**config.mk**
```make
export PLATFORM = sky130hd
export DESIGN_NAME = color_tracker
export DESIGN_NICKNAME = d
export VERILOG_FILES = /design/src/verilog/tracker_pkg.sv /design/src/verilog/mask_stream_if.sv /design/src/verilog/channel_threshold.sv /design/src/verilog/serial_divider.sv /design/src/verilog/centroid_accum.sv /design/src/verilog/view_mux.sv /design/src/verilog/color_tracker.sv
export VERILOG_INCLUDE_DIRS = /design/src /design/src/verilog
export SDC_FILE = /design/constraint.sdc
export NUM_CORES = 1
export LEC_CHECK = 0
export BUFFER_PORTS_ARGS = -buffer_cell sky130_fd_sc_hd__buf_2
export CORE_ASPECT_RATIO = 1.75
export CORE_MARGIN = 5
export CORE_UTILIZATION = 41
export DETAILED_ROUTE_END_ITERATION = 16
export MAX_ROUTING_LAYER = met4
export PLACE_DENSITY_LB_ADDON = 0.3
export SLEW_MARGIN = 20
export SYNTH_ARGS = -nofsm -noshare
export SYNTH_HDL_FRONTEND = slang
export SYNTH_SLANG_ARGS = --single-unit
```
**constraint.sdc**
```tcl
create_clock -name clk_pixel -period 7.91 [get_ports clk_pixel]
set_clock_uncertainty 0.15 [all_clocks]
set_input_delay 1.9775 -clock clk_pixel [delete_from_list [all_inputs] [get_ports clk_pixel]]
set_output_delay 1.9775 -clock clk_pixel [all_outputs]
set_load 0.02 [all_outputs]
```
**src/verilog/tracker_consts.svh**
```systemverilog
`ifndef TRACKER_CONSTS_SVH
`define TRACKER_CONSTS_SVH

// pixel coordinates as produced by a 1280x720 raster
`define HCOUNT_W 11
`define VCOUNT_W 10

// one color channel after widening to 8 bits
`define CHAN_W 8

// packed rgb 5:6:5 word
`define RAW_PIXEL_W 16

// per-frame coordinate sums
`define SUM_W 32

// hit count, big enough for every pixel of a 1280x720 frame
`define COUNT_W 21

// restoring divider makes one quotient bit per cycle
`define DIV_STEPS `SUM_W

`endif

```
**src/verilog/tracker_pkg.sv**
```systemverilog
package tracker_pkg;

  `include "tracker_consts.svh"

  typedef logic [`HCOUNT_W-1:0] hcount_t;
  typedef logic [`VCOUNT_W-1:0] vcount_t;
  typedef logic [`CHAN_W-1:0] chan_t;
  typedef logic [`RAW_PIXEL_W-1:0] raw_pixel_t;
  // red in the top byte, blue in the bottom byte
  typedef logic [3*`CHAN_W-1:0] rgb_t;
  typedef logic [`SUM_W-1:0] sum_t;
  typedef logic [`COUNT_W-1:0] count_t;

  // same code points as the switch decode of the camera board
  typedef enum logic [1:0] {
    CH_GREEN = 2'b00,
    CH_RED   = 2'b01,
    CH_BLUE  = 2'b10,
    CH_NONE  = 2'b11
  } channel_sel_t;

  // off is the spare code and shows black
  typedef enum logic [1:0] {
    VIEW_CAMERA    = 2'b00,
    VIEW_MASK      = 2'b01,
    VIEW_CROSSHAIR = 2'b10,
    VIEW_OFF       = 2'b11
  } view_sel_t;

  typedef enum logic [1:0] {
    DIV_IDLE = 2'b00,
    DIV_RUN  = 2'b01,
    DIV_DONE = 2'b10
  } div_state_t;

endpackage

```
**src/verilog/mask_stream_if.sv**
```systemverilog
`timescale 1ns/1ps

// registered pixel stream out of the thresholder
interface mask_stream_if
  import tracker_pkg::*;
  (
  input logic clk_pixel
  );

  // pixel strobe, one per accepted input pixel
  logic valid;
  hcount_t hcount;
  vcount_t vcount;
  // widened 8:8:8 camera pixel
  rgb_t rgb;
  // mask bit, only meaningful with valid
  logic hit;
  // one cycle marker right after the last pixel of a frame
  logic frame_end;

  modport source (
    output valid, hcount, vcount, rgb, hit, frame_end
  );

  modport sink (
    input valid, hcount, vcount, rgb, hit, frame_end
  );

  // a frame end is a single pulse, never two frames back to back
  frame_end_is_pulse: assert property (@(posedge clk_pixel) frame_end |=> !frame_end)
    else $error("mask stream frame_end held for more than one cycle");

endinterface

```
**src/verilog/channel_threshold.sv**
```systemverilog
`timescale 1ns/1ps

module channel_threshold
  import tracker_pkg::*;
  (
  input logic clk_pixel,
  input logic recent_reset,
  input logic pixel_valid_i,
  input hcount_t hcount_i,
  input vcount_t vcount_i,
  input raw_pixel_t pixel_i,
  input logic frame_end_i,
  input channel_sel_t channel_sel_i,
  input chan_t lower_i,
  input chan_t upper_i,
  mask_stream_if.source stream_o
  );

  rgb_t wide_rgb;
  chan_t sel_chan;
  logic in_range;

  // 5:6:5 to 8:8:8, low bits padded with zeros
  always_comb begin
    wide_rgb = {pixel_i[15:11], 3'b000, pixel_i[10:5], 2'b00, pixel_i[4:0], 3'b000};
  end

  // pick the channel that drives the mask
  always_comb begin
    case (channel_sel_i)
      CH_RED: sel_chan = wide_rgb[23:16];
      CH_GREEN: sel_chan = wide_rgb[15:8];
      CH_BLUE: sel_chan = wide_rgb[7:0];
      // none selects a zero channel
      default: sel_chan = '0;
    endcase
  end

  // both bounds inclusive
  always_comb begin
    in_range = (sel_chan >= lower_i) && (sel_chan <= upper_i);
  end

  // strobes of the stream
  always_ff @(posedge clk_pixel) begin
    if (recent_reset) begin
      stream_o.valid <= 1'b0;
      stream_o.frame_end <= 1'b0;
    end else begin
      stream_o.valid <= pixel_valid_i;
      stream_o.frame_end <= frame_end_i;
    end
  end

  // pixel payload only moves with the input strobe
  always_ff @(posedge clk_pixel) begin
    if (pixel_valid_i) begin
      stream_o.hcount <= hcount_i;
      stream_o.vcount <= vcount_i;
      stream_o.rgb <= wide_rgb;
      stream_o.hit <= in_range;
    end
  end

endmodule

```
**src/verilog/serial_divider.sv**
```systemverilog
`timescale 1ns/1ps
`include "tracker_consts.svh"

module serial_divider
  import tracker_pkg::*;
  (
  input logic clk_pixel,
  input logic recent_reset,
  input logic start_i,
  input sum_t dividend_i,
  input count_t divisor_i,
  output sum_t quotient_o,
  output logic done_o
  );

  localparam int STEP_W = $clog2(`DIV_STEPS);
  localparam logic [STEP_W-1:0] LAST_STEP = STEP_W'(`DIV_STEPS - 1);

  div_state_t state_q;
  logic [STEP_W-1:0] step_q;
  // dividend shifts out the top while quotient bits shift in below
  sum_t quot_q;
  // partial remainder stays below the divisor
  logic [`COUNT_W-1:0] rem_q;
  count_t divisor_q;
  logic [`COUNT_W:0] trial;
  logic [`COUNT_W:0] diff;
  logic fits;

  // one restoring step
  always_comb begin
    trial = {rem_q, quot_q[`SUM_W-1]};
    fits = (trial >= {1'b0, divisor_q});
    diff = trial - {1'b0, divisor_q};
  end

  // idle or done accept a start, run lasts DIV_STEPS cycles
  always_ff @(posedge clk_pixel) begin
    if (recent_reset) begin
      state_q <= DIV_IDLE;
    end else begin
      case (state_q)
        DIV_IDLE, DIV_DONE: begin
          state_q <= start_i ? DIV_RUN : DIV_IDLE;
        end
        DIV_RUN: begin
          if (step_q == LAST_STEP) begin
            state_q <= DIV_DONE;
          end
        end
        default: state_q <= DIV_IDLE;
      endcase
    end
  end

  always_ff @(posedge clk_pixel) begin
    if (start_i && (state_q != DIV_RUN)) begin
      quot_q <= dividend_i;
      rem_q <= '0;
      divisor_q <= divisor_i;
      step_q <= '0;
    end else if (state_q == DIV_RUN) begin
      quot_q <= {quot_q[`SUM_W-2:0], fits};
      // top bit is zero either way, remainder < divisor
      rem_q <= fits ? diff[`COUNT_W-1:0] : trial[`COUNT_W-1:0];
      step_q <= step_q + 1'b1;
    end
  end

  // quotient is complete once all steps ran, and held after
  assign quotient_o = quot_q;
  assign done_o = (state_q == DIV_DONE);

  no_start_while_running: assert property (
    @(posedge clk_pixel) disable iff (recent_reset) start_i |-> state_q != DIV_RUN)
    else $error("divider started while a division was running");

  nonzero_divisor: assert property (
    @(posedge clk_pixel) disable iff (recent_reset) start_i |-> divisor_i != '0)
    else $error("divider started with a zero divisor");

endmodule

```
**src/verilog/centroid_accum.sv**
```systemverilog
`timescale 1ns/1ps
`include "tracker_consts.svh"

module centroid_accum
  import tracker_pkg::*;
  (
  input logic clk_pixel,
  input logic recent_reset,
  mask_stream_if.sink stream_i,
  output hcount_t com_x_o,
  output vcount_t com_y_o,
  output logic com_valid_o
  );

  sum_t x_sum_q;
  sum_t y_sum_q;
  count_t hits_q;
  logic take;
  sum_t x_total;
  sum_t y_total;
  count_t hits_total;
  logic div_start;
  sum_t quot_x;
  sum_t quot_y;
  logic done_x;
  logic done_y;
  // set from start to done, covers both dividers
  logic div_busy_q;

  // running totals, including the pixel on the stream right now
  always_comb begin
    take = stream_i.valid && stream_i.hit;
    x_total = x_sum_q + (take ? sum_t'(stream_i.hcount) : '0);
    y_total = y_sum_q + (take ? sum_t'(stream_i.vcount) : '0);
    hits_total = hits_q + count_t'(take);
    // empty frames keep the old center
    div_start = stream_i.frame_end && (hits_total != '0);
  end

  // sums restart at every frame end, the totals went to the dividers
  always_ff @(posedge clk_pixel) begin
    if (recent_reset || stream_i.frame_end) begin
      x_sum_q <= '0;
      y_sum_q <= '0;
      hits_q <= '0;
    end else begin
      x_sum_q <= x_total;
      y_sum_q <= y_total;
      hits_q <= hits_total;
    end
  end

  serial_divider div_x_inst (
    .clk_pixel(clk_pixel),
    .recent_reset(recent_reset),
    .start_i(div_start),
    .dividend_i(x_total),
    .divisor_i(hits_total),
    .quotient_o(quot_x),
    .done_o(done_x)
  );

  serial_divider div_y_inst (
    .clk_pixel(clk_pixel),
    .recent_reset(recent_reset),
    .start_i(div_start),
    .dividend_i(y_total),
    .divisor_i(hits_total),
    .quotient_o(quot_y),
    .done_o(done_y)
  );

  // the mean of in-range coordinates always fits the coordinate width
  always_ff @(posedge clk_pixel) begin
    if (recent_reset) begin
      com_x_o <= '0;
      com_y_o <= '0;
      com_valid_o <= 1'b0;
      div_busy_q <= 1'b0;
    end else begin
      com_valid_o <= done_x && done_y;
      if (done_x && done_y) begin
        com_x_o <= quot_x[`HCOUNT_W-1:0];
        com_y_o <= quot_y[`VCOUNT_W-1:0];
      end
      if (div_start) begin
        div_busy_q <= 1'b1;
      end else if (done_x && done_y) begin
        div_busy_q <= 1'b0;
      end
    end
  end

  // one frame accumulating and one dividing, never a third
  frame_end_spacing: assert property (
    @(posedge clk_pixel) disable iff (recent_reset) stream_i.frame_end |-> !div_busy_q)
    else $error("frame end arrived while the centroid division was busy");

endmodule

```
**src/verilog/view_mux.sv**
```systemverilog
`timescale 1ns/1ps

module view_mux
  import tracker_pkg::*;
  (
  input logic clk_pixel,
  input logic recent_reset,
  mask_stream_if.sink stream_i,
  input hcount_t com_x_i,
  input vcount_t com_y_i,
  input view_sel_t view_sel_i,
  output logic pix_valid_o,
  output rgb_t pix_o
  );

  logic on_cross;
  rgb_t next_pix;

  // white row and column through the held center
  always_comb begin
    on_cross = (stream_i.hcount == com_x_i) || (stream_i.vcount == com_y_i);
    case (view_sel_i)
      VIEW_CAMERA: next_pix = stream_i.rgb;
      VIEW_MASK: next_pix = stream_i.hit ? '1 : '0;
      VIEW_CROSSHAIR: next_pix = on_cross ? '1 : stream_i.rgb;
      // off shows black
      default: next_pix = '0;
    endcase
  end

  always_ff @(posedge clk_pixel) begin
    if (recent_reset) begin
      pix_valid_o <= 1'b0;
    end else begin
      pix_valid_o <= stream_i.valid;
    end
  end

  always_ff @(posedge clk_pixel) begin
    if (stream_i.valid) begin
      pix_o <= next_pix;
    end
  end

endmodule

```
**src/verilog/color_tracker.sv**
```systemverilog
`timescale 1ns/1ps

module color_tracker
  import tracker_pkg::*;
  (
  input logic clk_pixel,
  input logic recent_reset,
  input logic pixel_valid_i,
  input hcount_t hcount_i,
  input vcount_t vcount_i,
  input raw_pixel_t pixel_i,
  input logic frame_end_i,
  input channel_sel_t channel_sel_i,
  input chan_t lower_i,
  input chan_t upper_i,
  input view_sel_t view_sel_i,
  output logic pix_valid_o,
  output rgb_t pix_o,
  output hcount_t com_x_o,
  output vcount_t com_y_o,
  output logic com_valid_o
  );

  // thresholded stream, fans out to the centroid and the output view
  mask_stream_if stream_if (.clk_pixel(clk_pixel));

  channel_threshold channel_threshold_inst (
    .clk_pixel(clk_pixel),
    .recent_reset(recent_reset),
    .pixel_valid_i(pixel_valid_i),
    .hcount_i(hcount_i),
    .vcount_i(vcount_i),
    .pixel_i(pixel_i),
    .frame_end_i(frame_end_i),
    .channel_sel_i(channel_sel_i),
    .lower_i(lower_i),
    .upper_i(upper_i),
    .stream_o(stream_if.source)
  );

  centroid_accum centroid_accum_inst (
    .clk_pixel(clk_pixel),
    .recent_reset(recent_reset),
    .stream_i(stream_if.sink),
    .com_x_o(com_x_o),
    .com_y_o(com_y_o),
    .com_valid_o(com_valid_o)
  );

  // crosshair uses the center held from the previous frame
  view_mux view_mux_inst (
    .clk_pixel(clk_pixel),
    .recent_reset(recent_reset),
    .stream_i(stream_if.sink),
    .com_x_i(com_x_o),
    .com_y_i(com_y_o),
    .view_sel_i(view_sel_i),
    .pix_valid_o(pix_valid_o),
    .pix_o(pix_o)
  );

endmodule

```
* Yosys cells after proc, flatten, opt, wreduce, memory -nomap -nowiden *
Index checks and enable logic that the tools add are counted.

cells by class
  equal/unequal tests = 16
  magnitude comparators = 4
  reductions and logical operators = 17
  add/sub/neg operators = 7
  muxes and demuxes = 17

operators with widths
  kind                                                                   number
  32-bit two-way mux                                                     4
  24-bit case mux with 3 select lines                                    1
  32-bit adder                                                           2
  24-bit two-way mux                                                     2
  22-bit by 21-bit greater-or-equal comparator with 1-bit output         2
  21-bit two-way mux                                                     2
  21-bit subtractor                                                      2
  8-bit case mux with 3 select lines                                     1
  21-bit by 1-bit adder with 21-bit output                               1
  21-bit nonzero test                                                    1
  11-bit equality test                                                   1
  11-bit two-way mux                                                     1
  5-bit by 1-bit adder with 5-bit output, second input constant          2
  10-bit equality test                                                   1
  5-bit equality test, second input constant                             2
  10-bit two-way mux                                                     1
  2-bit by 1-bit equality test with 1-bit output, second input constant  4
  2-bit equality test, second input constant                             4
  8-bit greater-or-equal comparator                                      1
  8-bit <= comparator                                                    1
  2-bit zero test                                                        4
  2-bit case mux with 2 select lines                                     2
  1-bit logical AND                                                      6
  2-bit two-way mux                                                      2
  6 further kinds                                                        11

word-level totals
  word-level logic and storage cells = 85
  output and inout bits = 47
  bits of input ports = 61
  register bits = 334

* Depth between registers and ports, before layout *
Gate-level depths: netlist of run 1.

  depth in word-level cells = 6
  mapped depth = 14
  mapped depth without buffers = 12

* Modules after synthesis *
From an unflattened synthesis of run 1, not the netlist that was laid out.

second synthesis, totals
  cells, all modules = 1686
  area total of the unflattened synthesis = 17397.9 µm²

by module, submodules not included
  module             area an instance (µm²)  instances  seq. area each (µm²)  cells an instance
  serial_divider     4302.9                  2          2152.1                388
  centroid_accum     5794.3                  1          2142.1                685
  channel_threshold  1686.6                  1          1181.1                111
  view_mux           1311.3                  1          740.7                 114

* Worst setup path before layout of run 1 *
No wires, ideal clock.

  kind = register to register
  start point = register channel_threshold_inst.stream_o.valid
  end point = register centroid_accum_inst.div_x_inst.quot_q[0] (netlist: centroid_accum_inst.div_x_inst.quotient_o[0]) (enable)
  cell stages (with the launch flop) = 14
  period minus slack after synthesis = 4.153 ns
  path buffers = 2
  arrival time = 3.629 ns
  setup time = 0.374 ns
  slack = 3.757 ns
  required time = 7.386 ns
  path through = dfxtp_1 > clkbuf_1 > and2_1 > ha_1 > ha_1 > nand4_2 > nor4_4 > and3_1 > nor4_1 > a31oi_2 > o31ai_4 > and2_1 > buf_4 > inv_2

on the way
  word-level cells in the longest chain between the ends = 6

ends and longest elaborated chain
  item                                      RTL line                 text
  start: declaration                        mask_stream_if.sv:22     output valid, hcount, vcount, rgb, hit, frame_end
  start signal: assignment                  channel_threshold.sv:50  stream_o.valid <= pixel_valid_i;
  1-bit logical AND                         centroid_accum.sv:32     take = stream_i.valid && stream_i.hit;
  21-bit by 1-bit adder with 21-bit output  centroid_accum.sv:35     hits_total = hits_q + count_t'(take);
  21-bit nonzero test                       centroid_accum.sv:37     div_start = stream_i.frame_end && (hits_total != '0);
  1-bit logical AND                         centroid_accum.sv:37
  1-bit logical AND                         serial_divider.sv:57     if (start_i && (state_q != DIV_RUN)) begin
  2-bit nonzero test (no line)              --
  end signal: assignment                    serial_divider.sv:58     quot_q <= dividend_i;
  end signal: assignment                    serial_divider.sv:63     quot_q <= {quot_q[`SUM_W-2:0], fits};
  end: declaration                          serial_divider.sv:22     sum_t quot_q;

Every way passes these cells.
A chain may end at the register's enable or synchronous reset.

* Worst setup path after layout of run 1 *
  start point = register channel_threshold_inst.stream_o.hit
  end point = register centroid_accum_inst.div_y_inst.quot_q[10] (netlist: centroid_accum_inst.div_y_inst.quotient_o[10]) (enable)

on the way
  word-level cells in the longest chain between the ends = 6

ends and longest elaborated chain
  item                                      RTL line                 text
  start: declaration                        mask_stream_if.sv:22
  start signal: assignment                  channel_threshold.sv:61  stream_o.hit <= in_range;
  1-bit logical AND                         centroid_accum.sv:32
  21-bit by 1-bit adder with 21-bit output  centroid_accum.sv:35
  21-bit nonzero test                       centroid_accum.sv:37
  1-bit logical AND                         centroid_accum.sv:37
  1-bit logical AND                         serial_divider.sv:57
  2-bit nonzero test (no line)              --
  end signal: assignment                    serial_divider.sv:58
  end signal: assignment                    serial_divider.sv:63
  end: declaration                          serial_divider.sv:22

Every way passes these cells.

==> results of run 1 <==
## cells in the final DEF (no fill, tap or decap), types with 17 or more instances in the layout
cell         n
dfxtp_1    166
edfxtp_1   161
nand2_1    159
o21ai_0    108
buf_2      107
nor2_1      99
inv_1       91
ha_1        81
xor2_1      78
a21oi_1     78
xnor2_1     58
nand3_1     55
and3_1      43
and2_1      41
mux2i_1     40
clkbuf_16   32
nor3_1      23
nand4_1     21
a21o_1      18
mux2_2      18
o2bb2ai_1   17
## flip-flops by register name, summed over array words and instances, names as in the netlist
register                                   count
channel_threshold_inst.stream_o.rgb           16
centroid_accum_inst.x_sum_q                   32
centroid_accum_inst.div_x_inst.rem_q          21
centroid_accum_inst.hits_q                    21
view_mux_inst.pix_valid_o                      1
centroid_accum_inst.div_x_inst.divisor_q      21
view_mux_inst.pix_o                           17
channel_threshold_inst.stream_o.vcount        10
centroid_accum_inst.div_y_inst.state_q         2
centroid_accum_inst.div_x_inst.state_q         2
centroid_accum_inst.div_y_inst.quotient_o     32
channel_threshold_inst.stream_o.hit            1
centroid_accum_inst.com_valid_o                1
centroid_accum_inst.div_y_inst.divisor_q      21
centroid_accum_inst.div_y_inst.step_q          5
channel_threshold_inst.stream_o.hcount        11
channel_threshold_inst.stream_o.frame_end      1
channel_threshold_inst.stream_o.valid          1
centroid_accum_inst.div_x_inst.quotient_o     32
centroid_accum_inst.div_y_inst.rem_q          21
centroid_accum_inst.div_x_inst.step_q          5
centroid_accum_inst.com_y_o                   10
centroid_accum_inst.com_x_o                   11
centroid_accum_inst.y_sum_q                   32
## how the worst max path moves through the flow
stage,from,endpoint,depth (start not counted)
5_1_grt,channel_threshold_inst.stream_o.hit,centroid_accum_inst.div_y_inst.rem_q[0],12
2_1_floorplan,channel_threshold_inst.stream_o.valid,centroid_accum_inst.div_x_inst.quotient_o[0],13
4_1_cts,channel_threshold_inst.stream_o.hit,centroid_accum_inst.div_y_inst.quotient_o[10],11
6_report,channel_threshold_inst.stream_o.hit,centroid_accum_inst.div_y_inst.quotient_o[10],11
3_3_place_gp,channel_threshold_inst.stream_o.hit,centroid_accum_inst.div_y_inst.quotient_o[11],11
3_5_place_dp,channel_threshold_inst.stream_o.hit,centroid_accum_inst.div_y_inst.quotient_o[12],11
## area by class of cell
| class | count | area share, % |
|---|---|---|
| clock inverters | 15 | 1.09 |
| clock buffers | 39 | 4.65 |
| repair buffers | 116 | 3.28 |
| multi-input cells | 1122 | 41.4 |
| flip-flops and latches | 327 | 44.3 |
| well taps | 495 | 3.36 |
| inverters | 95 | 1.94 |
## report_power, final
group | switching [µW] | internal, µW | total (µW) | leakage, µW
Sequential | 120 | 1940 | 2060 | 0.00288
Clock | 658 | 899 | 1560 | 0.000512
Combinational | 852 | 662 | 1510 | 0.00428
## logic make-up (layout without fill, tap and decap cells)
group	Yosys count	count (layout)	synth area share [%]
multiplexers	58	58	3.67
AND/OR/NAND/NOR	516	516	15.6
adder cells (fa/ha/maj)	85	85	6.65
AO/OA/AOI/OAI	327	327	13.1
XOR/XNOR	136	136	7.25
flip-flops	327	327	49.6
buffers and inverters	162	265	4.08
## metrics by stage
stage	hold slack, ns	total power [µW]	instances	cell area (µm²)	setup slack [ns]
6_report	0.317	5140	2209	18400	2.37
5_1_grt	0.355	5420	2209	18400	1.88
4_1_cts	0.318	5180	2209	18400	2.36
3_5_place_dp	0.308	3610	2155	17400	2.33
3_3_place_gp	0.296	3590	2155	17400	2.46
2_1_floorplan	0.284	3260	1611	16400	3.76
## worst reg2reg max path, delay by kind of cell (launching register included)
kind                     cells  cell delay [ns]
AO/OA/AOI/OAI                1             0.70
XOR/XNOR                     1             0.21
adder cells (fa/ha/maj)      2             0.48
buffers and inverters        1             0.58
flip-flops                   1             0.71
AND/OR/NAND/NOR              6             2.30
## per-layer routing
| layer | share of wire, % | wire [µm] | global-route usage (%) | up-vias |
|---|---|---|---|---|
| met4 | 5.8 | 2240 | 9.80 | 0 |
| met5 | 0 | 0 | - | - |
| met3 | 3.7 | 1460 | 2.38 | 99 |
| li1 | - | - | - | 5886 |
| met1 | 37 | 14500 | 17.8 | 5631 |
| met2 | 53 | 20700 | 33.6 | 268 |
==> results.toml, run 1 <==
[critical_path]
r2r_slack_ns = 2.37
r2r_cells = 11
cp.required_ns = 7.93
cp_slowest_cell = "and2_1"
timing.rr.start = "channel_threshold_inst.stream_o.hit"
endpoint_kind = "flip-flop"
r2r_end = "centroid_accum_inst.div_y_inst.quotient_o[10]"
path_cells = "and2_1 -> ha_1 -> ha_1 -> nand4_2 -> nor3_1 -> xnor2_1 -> nand3_1 -> or4_4 -> o31ai_4 -> and2_1 -> inv_2"
crit_type = "reg -> reg"
cp_max_fo = 34
arrival_ns = 5.56
critical_path.top_delay_family = "simple AND/OR/NAND/NOR gates"
max_stage_delay_ns = 0.89
critPathBufInv = 1
startpoint_type = "flip-flop"

[synthesis]
syn_nets = 1757
syn-instance-count = 1611
yosys.area.top_type = "edfxtp_1"
synth-edff-count = 161
synth_area_leaders = "edfxtp_1, dfxtp_1, ha_1, xor2_1, nand2_1"
synth_most_common_cell = "dfxtp_1"
yosysWarnings = 0
async_reset_ff_share_pct = 0
yosysTopAreaCellShare_pct = 29.4
ys_top_cells_by_count = "dfxtp_1, edfxtp_1, nand2_1"
ys_types = 71
avgSynthCellArea_um2 = 10.2
synthesis.area_mm2 = 0.0164
ys_seq_area_share_pct = 49.6
ys_ff_latch = 327
synth-main-ff-cell = "dfxtp_1"

[cts]
cts_resized = 0
cts.sinks = 327
htree_levels = 1
postCtsHoldBufs = 0
post-cts-setup-buffers = 0
cts-root-buf = "clkbuf_16"
clkSlewWorstSetupHoldPaths_ns = 0.07
cts_buffers = 29
clockBufferDepth = 3
cts_tree = "yes"
insertion_delay_ns = 0.57

[route]
drc = 0
drt_iter0_markers = 627
via_count = 11900
detail-route-antenna-nets = 0
finalWirelength_mm = 38.9
wire_per_inst_um = 17.6
drtPass1Iterations = 5
via_per_inst = 5.38

[pwr]
ir_drop_uv = 192
power_density_mw_per_mm2 = 279
p_leak_uw = 0.00767

[die]
num_io_pins = 108
fp.dieW_um = 161
core.rowCount = 97
start_util_pct = 41.3
core_mm2 = 0.0398
dieArea_mm2 = 0.0444
die_y_um = 275

[place]
port_buffers = 107
place_hpwl_mm = 29.0
gp_congestion = 0.906

[sta]
period_share_pct = 70.0
rsz0062_at_grt = "no"
fmax_ghz = 0.181
slew_headroom_pct = 27.5
drv_slew = 0
fin_setup_tns_ns = 0
setup_viol = 0
min_period_ns = 5.54
hold_viol = 0
worst_pin_slew_ns = 1.08

[cells_and_area]
fin_util_pct = 46.3
ff_latch_area_mm2 = 0.00816
nets = 1837
n_fill_cell = 3683
drive_gt1_share_pct = 12.4
antenna_cells = 0
synthToLayoutAreaGrowth_pct = 12.0
multi_input_area_mm2 = 0.00762

[grt]
antenna_found_initial = 0
grt_pass1_wl_mm = 62.8
grt_pass1_vias = 12300
grt_max_degree = 54
track_usage_pct = 17.9
grt-ovfl-total = 0

[worst_hold_path]
hp-start = "centroid_accum_inst.div_y_inst.step_q[4]"
min_path_type = "reg -> reg"
worst_hold_path.num_cells = 2
hold_end = "centroid_accum_inst.div_y_inst.step_q[4]"

[outcome]
status = "complete, no violations"

[run]
cap_violations = 0
(Power assumes the default switching activity.)
==> run 2: changes to the inputs <==
clock period = 4.8 ns   (was 7.91 ns; I/O delays follow)
==> results.toml, run 2 (synthesis results as in run 1) <==
[outcome]
status = "complete, no violations"

[route]
drc = 0
detail-route-antenna-nets = 0
drt_iter0_markers = 548
via_count = 11900
wire_per_inst_um = 17.3
finalWirelength_mm = 38.4
drtPass1Iterations = 5
via_per_inst = 5.36

[worst_hold_path]
worst_hold_path.num_cells = 2
min_path_type = "reg -> reg"

[die]
num_io_pins = 108
fp.dieW_um = 161
core.rowCount = 97
start_util_pct = 41.3
dieArea_mm2 = 0.0444
die_y_um = 275
core_mm2 = 0.0398

[sta]
slew_headroom_pct = 28.7
drv_slew = 0
min_period_ns = 3.90
period_share_pct = 81.3
hold_viol = 0
whs_ns = 0.310
rsz0062_at_grt = "no"
worst_pin_slew_ns = 1.07
fmax_ghz = 0.256
fin_setup_tns_ns = 0
setup_viol = 0

[place]
place_inst = 2162
place_hpwl_mm = 28.7
gp_congestion = 0.928
port_buffers = 107
place_area_mm2 = 0.0174

[cts]
cts_buffers = 30
cts_resized = 0
htree_levels = 1
cts-root-buf = "clkbuf_16"
insertion_delay_ns = 0.58
cts_tree = "yes"
clkSlewWorstSetupHoldPaths_ns = 0.07
post-cts-setup-buffers = 0
cts.sinks = 327
postCtsHoldBufs = 0
clockBufferDepth = 3

[pwr]
power.internal_uw = 5730
swShare_pct = 31.8
ir_drop_uv = 311
power_density_mw_per_mm2 = 456
p_leak_uw = 0.00770
p_clk_share_pct = 29.8
p_comb_share_pct = 29.7
p_sw_uw = 2670
seq_power_share_pct = 40.5

[grt]
antenna_found_initial = 0
grt_pass1_wl_mm = 62.2
grt-ovfl-total = 0
track_usage_pct = 17.7
grt_pass1_vias = 12200
grt_max_degree = 52

[critical_path]
critPathBufInv = 1
cp_slowest_cell = "or4_4"
arrival_ns = 3.96
cp.required_ns = 4.86
crit_type = "reg -> reg"
r2r_slack_ns = 0.90
cp_max_fo = 35
startpoint_type = "flip-flop"
cp_num_cells = 11
max_stage_delay_ns = 0.56
path_cells = "and2_1 -> ha_1 -> ha_1 -> nand4_2 -> nor3_1 -> xnor2_1 -> nand3_1 -> or4_4 -> o31ai_4 -> and2_1 -> inv_2"
critical_path.top_delay_family = "simple AND/OR/NAND/NOR gates"
r2r_cells = 11
endpoint_kind = "flip-flop"

[cells_and_area]
drive_gt1_share_pct = 12.8
antenna_cells = 0
synthToLayoutAreaGrowth_pct = 12.2
final_area_mm2 = 0.0184
final_common_cell = "dfxtp_1"
layoutNonFillerInstCount = 2218
fin_util_pct = 46.3
nets = 1845
n_fill_cell = 3778
layout_common_cells = "dfxtp_1, edfxtp_1, nand2_1"

[run]
cap_violations = 0
==> run 2: routing by layer <==
metal / global-route usage [%] / wire, µm
met2: 32.7 / 20500
met1: 18.0 / 14300
met3: 2.76 / 1510
met5: - / 0
met4: 9.32 / 2170
==> run 2: layout make-up <==
type,count,area [µm²],share of cell area [%]
Timing Repair Buffer,123,656,3.56
Clock inverter,15,168,0.909
Clock buffer,41,863,4.68
Inverter,95,357,1.93
Multi-Input combinational cell,1122,7620,41.3
Tap cell,495,619,3.36
Sequential cell,327,8160,44.2
==> run 2: per-stage QoR <==
| step | total power (µW) | setup WS, ns |
|---|---|---|
| 6_report | 8400 | 0.896 |
| 5_1_grt | 8900 | 0.703 |
| 4_1_cts | 8480 | 0.876 |
| 3_5_place_dp | 5960 | 0.880 |
| 3_3_place_gp | 5920 | 0.941 |
| 2_1_floorplan | 5370 | 0.647 |
==> run 2: power by group through the flow <==
stage                     sequential (µW)  combinational (µW)  clock (µW)
after global routing                 3440                2790        2680
after floorplan                      3410                1960           0
after global placement               3460                2460           0
final                                3400                2500        2500
after CTS                            3410                2510        2560
after detailed placement             3460                2500           0
==> run 2: tightest hold or removal path, stage by stage (launching register included) <==
cell,delay (ns)
dfxtp_1,0.31
nand3_1,0.06
nand2_1,0.05
==> run 2: worst paths after layout <==
kind                                              endpoint                                startpoint
max          centroid_accum_inst.div_x_inst.quotient_o[18]       channel_threshold_inst.stream_o.hit
min               centroid_accum_inst.div_x_inst.step_q[4]  centroid_accum_inst.div_x_inst.step_q[4]
max reg2reg  centroid_accum_inst.div_x_inst.quotient_o[18]       channel_threshold_inst.stream_o.hit
min reg2reg       centroid_accum_inst.div_x_inst.step_q[4]  centroid_accum_inst.div_x_inst.step_q[4]
